**src/cpu_ctrl_pkg.sv**
```systemverilog
`default_nettype none

package cpu_ctrl_pkg;

    // op codes live in instr[23:21], op[2] is the address mode
    // 0 = register (mar drives the address bus), 1 = immediate (ir[15:0] does)
    localparam logic [2:0] op_dev_eq_alu      = 3'd0; // targ = lbus <aluop> rbus
    localparam logic [2:0] op_dev_eq_const8   = 3'd1; // targ = rom constant
    localparam logic [2:0] op_devp_eq_const16 = 3'd2; // pair load, behaves as op 1
    localparam logic [2:0] op_dev_eq_rom_abs  = 3'd4; // targ = rom[abs]
    localparam logic [2:0] op_dev_eq_ram_abs  = 3'd5; // targ = ram[abs]
    localparam logic [2:0] op_ram_abs_eq_dev  = 3'd6; // ram[abs] = lbus device
    // codes 3 and 7 have no meaning and get trapped

    localparam int dev_w  = 4; // rbus / lbus device select
    localparam int targ_w = 5; // write target select
    localparam int alu_w  = 5; // alu function

    localparam logic [dev_w-1:0]  dev_rom   = 4'h0;
    localparam logic [dev_w-1:0]  dev_ram   = 4'h2;
    localparam logic [dev_w-1:0]  dev_none  = 4'hf;  // nobody drives the bus
    localparam logic [targ_w-1:0] targ_ram  = 5'h02;
    localparam logic [targ_w-1:0] targ_none = 5'h1f; // no register latches

    localparam logic [alu_w-1:0] alu_nop    = 5'd0;
    localparam logic [alu_w-1:0] alu_pass_l = 5'd1;
    localparam logic [alu_w-1:0] alu_pass_r = 5'd2;

    // phase ring, one instruction = seq_len clocks
    localparam int seq_len          = 10;
    localparam int seq_fetch_first  = 0;
    localparam int seq_fetch_last   = 2;
    localparam int seq_decode_first = 3;
    localparam int seq_decode_last  = 4;
    localparam int seq_exec_first   = 5;
    localparam int seq_exec_last    = 9;
    localparam int seq_ir_load      = 2; // ir captures fetch data at end of this step
    localparam int seq_pc_step      = 9; // pc bumps at end of this step

    // program store and apb map
    localparam int instr_w     = 24;
    localparam int prog_depth  = 256;
    localparam int prog_addr_w = $clog2(prog_depth);
    localparam int apb_addr_w  = 12;
    localparam int apb_data_w  = 32;

    localparam logic [apb_addr_w-1:0] apb_ctrl_addr   = 12'h400; // bit 0 = run
    localparam logic [apb_addr_w-1:0] apb_status_addr = 12'h404; // {illegal, pc}

    // register form, used by op 0
    typedef struct packed {
        logic [2:0]        op;
        logic [targ_w-1:0] targ;
        logic [2:0]        spare;
        logic [dev_w-1:0]  lbus;
        logic [dev_w-1:0]  rbus;
        logic [alu_w-1:0]  aluop;
    } reg_form_t;

    // immediate form, op 6 also pulls its lbus device out of targ
    typedef struct packed {
        logic [2:0]        op;
        logic [targ_w-1:0] targ;
        logic [15:0]       addr;
    } imm_form_t;

    typedef union packed {
        reg_form_t reg_form;
        imm_form_t imm_form;
    } instr_u;

    // decoded controls out to the datapath, enables are active low
    typedef struct packed {
        logic              addrmode_pc_n;
        logic              addrmode_register_n;
        logic              addrmode_direct_n;
        logic [dev_w-1:0]  rbus_dev;
        logic [dev_w-1:0]  lbus_dev;
        logic [targ_w-1:0] targ_dev;
        logic [alu_w-1:0]  aluop;
        logic [15:0]       abs_addr;
    } ctrl_out_t;

    typedef struct packed {
        logic [seq_len-1:0] seq; // one-hot step
        logic               fetch;
        logic               decode;
        logic               exec;
    } phase_t;

endpackage

`default_nettype wire

```
**src/phaser.sv**
```systemverilog
`default_nettype none

module phaser (
    input  wire                  clk,
    input  wire                  rst_n,
    input  wire                  run,   // host run bit, holds the ring when low
    output cpu_ctrl_pkg::phase_t phase
);
    import cpu_ctrl_pkg::*;

    logic [seq_len-1:0] ring; // one-hot, bit n = step n
    logic               fetch_now;
    logic               decode_now;
    logic               exec_now;

    // ring counter, a single token walks up one step per clock
    always_ff @(posedge clk) begin
        if (!rst_n) begin
            ring                  <= '0;
            ring[seq_fetch_first] <= 1'b1; // park on first fetch step
        end else if (run) begin
            ring <= {ring[seq_len-2:0], ring[seq_len-1]}; // step 9 wraps to 0
        end
    end

    // phase flags are plain ors over each step range
    assign fetch_now  = |ring[seq_fetch_last:seq_fetch_first];
    assign decode_now = |ring[seq_decode_last:seq_decode_first];
    assign exec_now   = |ring[seq_exec_last:seq_exec_first];

    always_comb begin
        phase.seq    = ring;
        phase.fetch  = fetch_now;  // pc on the address bus
        phase.decode = decode_now; // ir valid, selects settling
        phase.exec   = exec_now;   // selects held for the datapath
    end

endmodule

`default_nettype wire

```
**config.mk**
```make
export PLATFORM = sky130hd
export DESIGN_NAME = phaser
export DESIGN_NICKNAME = d
export VERILOG_FILES = /design/src/cpu_ctrl_pkg.sv /design/src/phaser.sv
export SDC_FILE = /design/constraint.sdc
export NUM_CORES = 1
export LEC_CHECK = 0
export BUFFER_PORTS_ARGS = -buffer_cell sky130_fd_sc_hd__clkbuf_2
export CORE_AREA = 2 2 39 41
export CTS_CLUSTER_DIAMETER = 120
export DETAILED_ROUTE_END_ITERATION = 6
export DIE_AREA = 0 0 41 43
export PLACE_DENSITY = 0.54
export REMOVE_ABC_BUFFERS = 1
export SYNTH_ARGS = -nofsm -noshare
export SYNTH_HDL_FRONTEND = slang
export SYNTH_SLANG_ARGS = --single-unit
export TNS_END_PERCENT = 50
```
**constraint.sdc**
```tcl
create_clock -name clk -period 1.92 [get_ports clk]
set_input_delay 0.288 -clock clk [delete_from_list [all_inputs] [get_ports clk]]
set_output_delay 0.288 -clock clk [all_outputs]
set_load 0.02 [all_outputs]
```
==> metrics.txt <==
gr usage total=9.577%; clock sink total=10; Critical R2R Launch=ring[6]; combinational power share=9.9%; DRT Wirelength=696 µm; hold_sp=rst_n; top cell type's share of synthesized area=47.76%; hold worst-path end=ring[0]; I/O pin cnt=16; Final Setup Violations=0; share of cells above drive strength 1=35.85%; commonest non-fill, non-tap cell in the layout=clkbuf_2; WHS Path Cells=2; Crit path required time=1.63 ns; Max clock buf depth=2; depth of the most critical reg-to-reg path=2; Critical Path End Type=output port; CTS Buf Count=3; IO buf count=15; H-tree levels=1; cts hold-fix bufs=0; first-pass GRT wire length=1090 µm; Final ANT Viol Nets=0; Core Area=1384 µm²; via count=303; Slew Viols, Final=0; Reg clk slew, reported paths=0.06 ns; Clk pwr share=34.8%; antenna violations before repair=0; Die Y=43 µm; fin util=36.35%; Peak VDD IR=0.3487 mV; largest net degree at the start of global routing=11; area grow syn2layout=20.00%; Largest regs=ring x10; Antenna diodes=0; DR WL/cell=10.09 µm; Sw Pwr=0.08996 mW; worst hold path type=input pin to flip-flop; met3 Usage GRT=3.141%; max reg flops=10; Arr. time, crit path=1.10 ns; Int Power=0.3012 mW; most frequent cells in the layout=clkbuf_2, mux2i_1, dfxtp_1, nor2b_1, clkbuf_4; Hold Fails Final Rpt=0; Netlist cell types=10; Fin Setup TNS=0 ns; status=complete, no violations; post-cts resize count=0; LEAKAGE=0.2494 nW; drt first pass iters=2; Rows=14; Synth Warn #=0; Worst Path Max Fanout=4; Avg Cell Area, Syn=10.75 µm²; Residual DRC=0; Switching Share=23.00%; Top reg by flops=ring; Max Cap Viol=0; Iter 0 DRT Violations=1; Initial Utilization=30.29%; Slew @ Worst Pin=0.3245 ns; cell taking the most area after synthesis=dfxtp_1; Netlist Area Pre-Place=419.2 µm²; fin crit period=1.392 ns; fill cell count=157; R2R setup slack=1.28 ns; total die area=1763 µm²; Clock Latency Late Sink=0.25 ns; final worst-path cycle share=72.47%; CTS tree=built; PnR worst setup slack=0.5285 ns; vias in the first global route=237; RSZ-0062 raised after global routing=no; Cells after Synth=39; DP Wirelength=518.2 µm; Post-CTS Setup Bufs=0; Power Dens Cells=777.6 nW/µm²; met2 layer usage reported by global route=10.63%; reg-to-reg endpoint=ring[7]; RD Place Congestion=0.5446; Achievable Freq=718.6 MHz; met1 GRT Util=14.01%; NumNets Final=58; Worst slew margin=78.37%; Setup WS pre-CTS=0.7966 ns; critical path type=flip-flop to output port; total gr overflow=0; #FFs+latches synth=10; Reg power frac=55.3%; Clock Skew=0.0003295 ns; Seq/Total Area, Yosys=47.76%; busiest grt layer=met1; Synth area leaders=dfxtp_1, mux2i_1, nor2b_1; Via density=4.391; Critical Path Source Type=flip-flop; Clock Root Buffer=clkbuf_4; width of the die=41 µm
per-layer routing:
metal	part of all wire (%)	routed length, µm	up-vias
li1	-	-	154
met1	49	343	135
met2	41	288	12
met3	7.8	54	2
met4	1.4	10	0
met5	0	0	-
metrics by stage:
step	instance area, µm²	total power [mW]	hold WS (ns)	std cells
floorplan	385.4	0.2435	0.3499	35
global placement	480.5	0.2603	0.4997	66
detailed placement	480.5	0.2604	0.5183	66
CTS	503.0	0.3995	0.2792	69
global route	503.0	0.4077	0.3022	69
finish	503.0	0.3911	0.2782	69
worst max-delay path by stage:
stage	cells after the start	end	startpoint	slack [ns]
detailed placement	2	phase[2]	ring[0]	0.80
global route	2	phase[2]	ring[0]	0.49
finish	2	phase[2]	ring[0]	0.53
global placement	2	phase[2]	ring[0]	0.81
CTS	2	phase[2]	ring[0]	0.51
floorplan	1	phase[2]	ring[0]	0.78
layout make-up:
class / count / area (µm²) / area share, %
multi-input combinational: 25 / 185.2 / 36.82
tap: 16 / 20.02 / 3.980
clock buffer: 3 / 22.52 / 4.478
sequential: 10 / 200.2 / 39.80
timing repair buffer: 15 / 75.07 / 14.93
critical path: stages, from the launching register on:
cell and delay (ns):
dfxtp_1 0.33, or3_1 0.36, clkbuf_2 0.16
power by group through the flow:
stage                     registers [mW]  clock network [mW]  logic (mW)
after floorplan                    0.227                   0      0.0169
after global placement             0.221                   0      0.0396
after detailed placement           0.221                   0      0.0392
after CTS                          0.217               0.144      0.0392
after global routing               0.217               0.149      0.0418
final                              0.216               0.136      0.0386
cells in the mapped netlist, drive strengths merged:
cell and count:
or2 1, or3 1, mux2i 10, nand2 2, buf 4, dfxtp 10
nor2b 9, nor2 1, nor3 1
cell families (layout without fill, tap and decap cells):
group                  Yosys count  count (layout)  share of synthesized area (%)
AND/OR/NAND/NOR                 15              15                          20.30
multiplexers                    10              10                          23.88
flip-flops                      10              10                          47.76
buffers and inverters            4              18                          8.059
Power figures use the tool's default switching activity.
