### src/cpu_ctrl_pkg.sv
`default_nettype none

package cpu_ctrl_pkg;

    // op codes live in instr[23:21], op[2] is the address mode
    // 0 = register (mar drives the address bus), 1 = immediate (ir[15:0] does)
    localparam logic [2:0] op_dev_eq_alu      = 3'd0; // targ = lbus <aluop> rbus
    localparam logic [2:0] op_dev_eq_const8   = 3'd1; // targ = rom constant
    localparam logic [2:0] op_devp_eq_const16 = 3'd2; // pair load, behaves as op 1
    localparam logic [2:0] op_dev_eq_rom_abs  = 3'd4; // targ = rom[abs]
    localparam logic [2:0] op_dev_eq_ram_abs  = 3'd5; // targ = ram[abs]
    localparam logic [2:0] op_ram_abs_eq_dev  = 3'd6; // ram[abs] = lbus device
    // codes 3 and 7 have no meaning and get trapped

    localparam int dev_w  = 4; // rbus / lbus device select
    localparam int targ_w = 5; // write target select
    localparam int alu_w  = 5; // alu function

    localparam logic [dev_w-1:0]  dev_rom   = 4'h0;
    localparam logic [dev_w-1:0]  dev_ram   = 4'h2;
    localparam logic [dev_w-1:0]  dev_none  = 4'hf;  // nobody drives the bus
    localparam logic [targ_w-1:0] targ_ram  = 5'h02;
    localparam logic [targ_w-1:0] targ_none = 5'h1f; // no register latches

    localparam logic [alu_w-1:0] alu_nop    = 5'd0;
    localparam logic [alu_w-1:0] alu_pass_l = 5'd1;
    localparam logic [alu_w-1:0] alu_pass_r = 5'd2;

    // phase ring, one instruction = seq_len clocks
    localparam int seq_len          = 10;
    localparam int seq_fetch_first  = 0;
    localparam int seq_fetch_last   = 2;
    localparam int seq_decode_first = 3;
    localparam int seq_decode_last  = 4;
    localparam int seq_exec_first   = 5;
    localparam int seq_exec_last    = 9;
    localparam int seq_ir_load      = 2; // ir captures fetch data at end of this step
    localparam int seq_pc_step      = 9; // pc bumps at end of this step

    // program store and apb map
    localparam int instr_w     = 24;
    localparam int prog_depth  = 256;
    localparam int prog_addr_w = $clog2(prog_depth);
    localparam int apb_addr_w  = 12;
    localparam int apb_data_w  = 32;

    localparam logic [apb_addr_w-1:0] apb_ctrl_addr   = 12'h400; // bit 0 = run
    localparam logic [apb_addr_w-1:0] apb_status_addr = 12'h404; // {illegal, pc}

    // register form, used by op 0
    typedef struct packed {
        logic [2:0]        op;
        logic [targ_w-1:0] targ;
        logic [2:0]        spare;
        logic [dev_w-1:0]  lbus;
        logic [dev_w-1:0]  rbus;
        logic [alu_w-1:0]  aluop;
    } reg_form_t;

    // immediate form, op 6 also pulls its lbus device out of targ
    typedef struct packed {
        logic [2:0]        op;
        logic [targ_w-1:0] targ;
        logic [15:0]       addr;
    } imm_form_t;

    typedef union packed {
        reg_form_t reg_form;
        imm_form_t imm_form;
    } instr_u;

    // decoded controls out to the datapath, enables are active low
    typedef struct packed {
        logic              addrmode_pc_n;
        logic              addrmode_register_n;
        logic              addrmode_direct_n;
        logic [dev_w-1:0]  rbus_dev;
        logic [dev_w-1:0]  lbus_dev;
        logic [targ_w-1:0] targ_dev;
        logic [alu_w-1:0]  aluop;
        logic [15:0]       abs_addr;
    } ctrl_out_t;

    typedef struct packed {
        logic [seq_len-1:0] seq; // one-hot step
        logic               fetch;
        logic               decode;
        logic               exec;
    } phase_t;

endpackage

`default_nettype wire

### src/control.sv
`default_nettype none

module control (
    input  wire                                       clk,
    input  wire                                       rst_n,
    input  wire cpu_ctrl_pkg::phase_t                 phase,
    input  wire [cpu_ctrl_pkg::instr_w-1:0]           fetch_data,  // registered store read
    output logic [cpu_ctrl_pkg::prog_addr_w-1:0]      fetch_addr,
    output logic [cpu_ctrl_pkg::prog_addr_w-1:0]      pc,
    output logic                                      illegal,     // sticky bad-op flag
    output cpu_ctrl_pkg::ctrl_out_t                   ctrl
);
    import cpu_ctrl_pkg::*;

    instr_u            ir;          // instruction register
    logic              pc_stepped;  // pc already bumped on this visit to the last step
    logic              prog_phase;  // decode or exec
    logic              mode_imm;    // instr bit 23
    logic              op_bad;      // op 3 or 7
    logic [dev_w-1:0]  rbus_sel;
    logic [dev_w-1:0]  lbus_sel;
    logic [targ_w-1:0] targ_sel;
    logic [alu_w-1:0]  alu_sel;
    logic [15:0]       abs_sel;

    // the store sees the pc directly, its word is back one clock later
    assign fetch_addr = pc;

    // ir loads at the end of the last fetch step
    always_ff @(posedge clk) begin
        if (!rst_n) begin
            ir <= '0;
        end else if (phase.seq[seq_ir_load]) begin
            ir <= fetch_data;
        end
    end

    // pc bumps once per visit to the last step
    // a ring held there by run=0 must not keep counting
    always_ff @(posedge clk) begin
        if (!rst_n) begin
            pc         <= '0;
            pc_stepped <= 1'b0;
        end else begin
            pc_stepped <= phase.seq[seq_pc_step];
            if (phase.seq[seq_pc_step] && !pc_stepped) begin
                pc <= pc + 1'b1; // wraps at prog_depth
            end
        end
    end

    // bad op is caught on the first decode step and stays until reset
    always_ff @(posedge clk) begin
        if (!rst_n) begin
            illegal <= 1'b0;
        end else if (phase.seq[seq_decode_first] && op_bad) begin
            illegal <= 1'b1;
        end
    end

    assign mode_imm   = ir.reg_form.op[2];
    assign prog_phase = phase.decode | phase.exec;

    // op decode, everything idles unless the op says otherwise
    always_comb begin
        rbus_sel = dev_none;
        lbus_sel = dev_none;
        targ_sel = targ_none;
        alu_sel  = alu_nop;
        abs_sel  = '0;
        op_bad   = 1'b0;
        case (ir.reg_form.op)
            op_dev_eq_alu: begin
                // full register form, every field from the word
                rbus_sel = ir.reg_form.rbus;
                lbus_sel = ir.reg_form.lbus;
                alu_sel  = ir.reg_form.aluop;
                targ_sel = ir.reg_form.targ;
            end
            op_dev_eq_const8, op_devp_eq_const16: begin
                rbus_sel = dev_rom;    // constant comes off the rom bus
                alu_sel  = alu_pass_r;
                targ_sel = ir.reg_form.targ;
            end
            op_dev_eq_rom_abs: begin
                rbus_sel = dev_rom;
                alu_sel  = alu_pass_r;
                targ_sel = ir.imm_form.targ;
                abs_sel  = ir.imm_form.addr; // rom indexed by the ir, not live rom
            end
            op_dev_eq_ram_abs: begin
                rbus_sel = dev_ram;
                alu_sel  = alu_pass_r;
                targ_sel = ir.imm_form.targ;
                abs_sel  = ir.imm_form.addr;
            end
            op_ram_abs_eq_dev: begin
                lbus_sel = ir.imm_form.targ[dev_w-1:0]; // source device in bits 19:16
                alu_sel  = alu_pass_l;
                targ_sel = targ_ram;
                abs_sel  = ir.imm_form.addr;
            end
            default: begin
                op_bad = 1'b1; // leave everything idle
            end
        endcase
    end

    // address mode enables, exactly one low at a time
    // selects only leave idle once the ir holds this instruction
    always_comb begin
        ctrl.addrmode_pc_n       = ~phase.fetch;
        ctrl.addrmode_register_n = ~(prog_phase & ~mode_imm);
        ctrl.addrmode_direct_n   = ~(prog_phase & mode_imm);
        ctrl.rbus_dev            = prog_phase ? rbus_sel : dev_none;
        ctrl.lbus_dev            = prog_phase ? lbus_sel : dev_none;
        ctrl.targ_dev            = prog_phase ? targ_sel : targ_none;
        ctrl.aluop               = prog_phase ? alu_sel : alu_nop;
        ctrl.abs_addr            = prog_phase ? abs_sel : '0;
    end

endmodule

`default_nettype wire

### config.mk
export PLATFORM = sky130hd
export DESIGN_NAME = control
export DESIGN_NICKNAME = d
export VERILOG_FILES = /design/src/cpu_ctrl_pkg.sv /design/src/control.sv
export SDC_FILE = /design/constraint.sdc
export NUM_CORES = 1
export LEC_CHECK = 0
export ABC_AREA = 1
export BUFFER_PORTS_ARGS = -buffer_cell sky130_fd_sc_hd__buf_4
export CORE_MARGIN = 1.5
export CORE_UTILIZATION = 44
export DETAILED_ROUTE_END_ITERATION = 6
export PLACE_DENSITY = 0.83
export SLEW_MARGIN = 15
export SYNTH_ARGS = -nofsm -noshare
export SYNTH_HDL_FRONTEND = slang
export SYNTH_SLANG_ARGS = --single-unit
### constraint.sdc
create_clock -name clk -period 1.1 [get_ports clk]
set_input_delay 0.055 -clock clk [delete_from_list [all_inputs] [get_ports clk]]
set_output_delay 0.055 -clock clk [all_outputs]
set_load 0.05 [all_outputs]
==> results.json <==
{
  "coreArea_mm2": 0.00366,
  "regArea_um2": 701,
  "final_hold_viol_count": 1,
  "grt_max_degree": 34,
  "met2WireLength_um": 2910,
  "synth.distinct_cells": 22,
  "synth_fp_nets": 288,
  "routed_wl_um": 5500,
  "clockPowerShare": 0.247,
  "met3WireLength_um": 279,
  "row_count": 22,
  "whs_ns": -0.000418,
  "layout-drive-gt1-share": 0.499,
  "grt_pass1_wl_um": 8180,
  "critPathKind": "flip-flop to output pin",
  "powerDensity_mw_per_mm2": 1170,
  "synth_cells": 248,
  "cts.sinks": 34,
  "via_per_inst": 4.97,
  "place_area_mm2": 0.00271,
  "synth_edf_count": 0,
  "p_leak_uw": 0.00137,
  "clock-root-buffer": "clkbuf_8",
  "vias": 1982,
  "path_clk_slew_ns": 0.08,
  "multi_input_area_mm2": 0.00104,
  "utilization": 0.830,
  "yosysSeqAreaShare": 0.407,
  "hp-class": "primary input to flip-flop",
  "status": "finished with violations",
  "fin_crit_sh": 1.44,
  "synthAdderAreaFrac": 0.00749,
  "dieArea_mm2": 0.00418,
  "antenna_found_initial": 0,
  "p_int_uw": 2270,
  "fmax_ghz": 0.632,
  "firstDrtPassIters": 4,
  "rsz0062_at_grt": "true",
  "crit_required_ns": 1.04,
  "netSwitchingFraction": 0.363,
  "clockBufferDepth": 2,
  "die_w_um": 64.6,
  "synthMuxAreaShare": 0,
  "synth_top_family_by_area": "simple AND/OR/NAND/NOR gates",
  "drc": 0,
  "synth-simple-area-share": 0.295,
  "worst-path-max-fanout": 9,
  "track_usage": 0.253,
  "violations": "negative hold slack, negative setup slack",
  "dp_hpwl_um": 3750,
  "grt_pass1_vias": 1796,
  "drt-initial-drc-count": 96,
  "setup_tns_ns": -12.79,
  "grt_overflow": 0,
  "cp-start-kind": "flip-flop",
  "drv_cap": 0,
  "die_h_um": 64.6,
  "cts_tree": "yes",
  "switching_power_uw": 1290,
  "seqPwrFrac": 0.382,
  "wl_met1_um": 2290,
  "wl_per_cell_um": 13.8,
  "highest_layer": "met4",
  "cts_buffers": 5,
  "layout.nets": 390,
  "numPortBuffers": 85,
  "final_max_slew_viol_count": 0,
  "async_flop_share": 0,
  "slew_headroom": 0.800,
  "irDropWorstVdd_mv": 0.774,
  "nFillCells": 249,
  "design_area_mm2": 0.00304,
  "worst_slack_ns": -0.483,
  "gp_congestion": 0.908,
  "setup_viol": 36,
  "fin_cells": 399,
  "worst_skew_pair.late_latency_ns": 0.28,
  "area_delta_synth_final_pct": 81.9,
  "htree_levels": 2,
  "n_antenna_cell": 0,
  "yosys_warnings": 0,
  "pwr-share-comb": 0.371,
  "arrival_ns": 1.53,
  "tightest_slew_ns": 0.300,
  "fin_worst_skew_ns": 0.0143,
  "cp-end-kind": "output pin",
  "dp_cells": 384,
  "synth_ff_type": "dfxtp_1",
  "ys_seq_elements": 34,
  "syn_area_per_cell_um2": 6.74,
  "ant_nets": 0,
  "netlist_area_mm2": 0.00167,
  "synth-compound-area-share": 0.162,
  "fin_crit_ns": 1.58,
  "synthXorXnorAreaFrac": 0,
  "pin_count": 93,
  "start_util": 0.456
}
[registers in the layout, indices dropped and copies added, names as in the netlist]
signal      count
fetch_addr      8
ir             24
pc_stepped      1
illegal         1
[repair_timing]
item | in CTS | in global routing
resized for setup | 37 | 16
cloned | 0 | 0
buffers inserted | 1 | 3
setup endpoints to repair | 36 | 39
pin swaps | 3 | 5
hold buffers | 1 | 2
hold endpoints to repair | 1 | 2
[final timing paths]
path | depth (start not counted) | slack (ns) | to | from
worst max-delay path | 5 | -0.48 | ctrl[28] | ir[23]$_SDFFE_PN0P_
worst min-delay path | 3 | -0.0004 | ir[9]$_SDFFE_PN0P_ | fetch_data[9]
worst min register to register | 2 | 0.46 | illegal$_SDFFE_PN0P_ | illegal$_SDFFE_PN0P_
worst max register to register | 7 | 0.07 | fetch_addr[7]$_SDFFE_PN0P_ | pc_stepped$_SDFF_PN0_
[cell families (layout without fill, tap and decap cells)]
family	count (synthesis)	in the layout
and+or+nand+nor	114	114
AOI/OAI and AO/OA	52	52
buffers and inverters	47	150
DFF	34	34
adders and majority gates	1	1
[stage by stage]
step / setup WS, ns / total power (uW)
finish: -0.483 / 3560
global route: -0.580 / 3720
CTS: -0.426 / 3510
detailed placement: -0.127 / 2570
global placement: -0.0938 / 2550
floorplan: -0.473 / 2160
[metal layers]
metal | up-vias | global-route usage
met5 | - | 0
met4 | 0 | 0.0638
met3 | 2 | 0.0556
met2 | 78 | 0.445
met1 | 921 | 0.312
li1 | 981 | -
[Yosys cell counts (2+ instances only)]
| library cell | count | area [um2] |
|---|---|---|
| nor2_1 | 51 | 191 |
| nand2_1 | 38 | 143 |
| dfxtp_1 | 34 | 681 |
| o21ai_0 | 30 | 150 |
| inv_1 | 26 | 97.6 |
| a21oi_1 | 18 | 90.1 |
| nand3_1 | 10 | 50.1 |
| buf_4 | 8 | 60.1 |
| buf_2 | 6 | 30.0 |
| nor3_1 | 6 | 30.0 |
| inv_2 | 4 | 15.0 |
| nor2_2 | 3 | 18.8 |
| clkbuf_1 | 2 | 7.51 |
| nand2_2 | 2 | 12.5 |
| o211ai_1 | 2 | 15.0 |
| o21a_1 | 2 | 15.0 |
[power by group through the flow]
stage | combinational, uW | clock (uW) | sequential [uW]
6_report | 1320 | 881 | 1360
5_1_grt | 1390 | 961 | 1370
4_1_cts | 1260 | 890 | 1360
3_5_place_dp | 1180 | 0 | 1390
3_3_place_gp | 1160 | 0 | 1380
2_1_floorplan | 758 | 0 | 1400
[worst max-delay path, stage by stage (launching register included)]
cell      delay [ns]
dfxtp_2         0.36
buf_4           0.15
nor3_4          0.19
inv_4           0.12
o211ai_1        0.19
buf_4           0.22
[layout make-up]
class | instances | share of cell area
Multi-Input combinational cell | 167 | 0.342
Tap cell | 48 | 0.0198
Inverter | 30 | 0.0387
Timing Repair Buffer | 112 | 0.343
Sequential cell | 34 | 0.231
Clock buffer | 8 | 0.0264
[placed cells by master (no fill, tap or decap), types with 3 or more instances in the layout]
master and instances:
buf_8 3, inv_2 5, o21ai_0 26, inv_1 23
nor2_2 4, clkbuf_1 3, dlygate4sd3_1 3, nand2_1 33
dfxtp_2 7, nand3_2 3, clkbuf_8 5, nor3_2 3
buf_4 70, nor2_4 14, dfxtp_1 24, nand3_1 4
nand3_4 4, buf_6 32, nor3_4 3, a21oi_1 18
nor2_1 37, dfxtp_4 3, buf_12 4, nand2_2 5
Power figures use the tool's default switching activity.
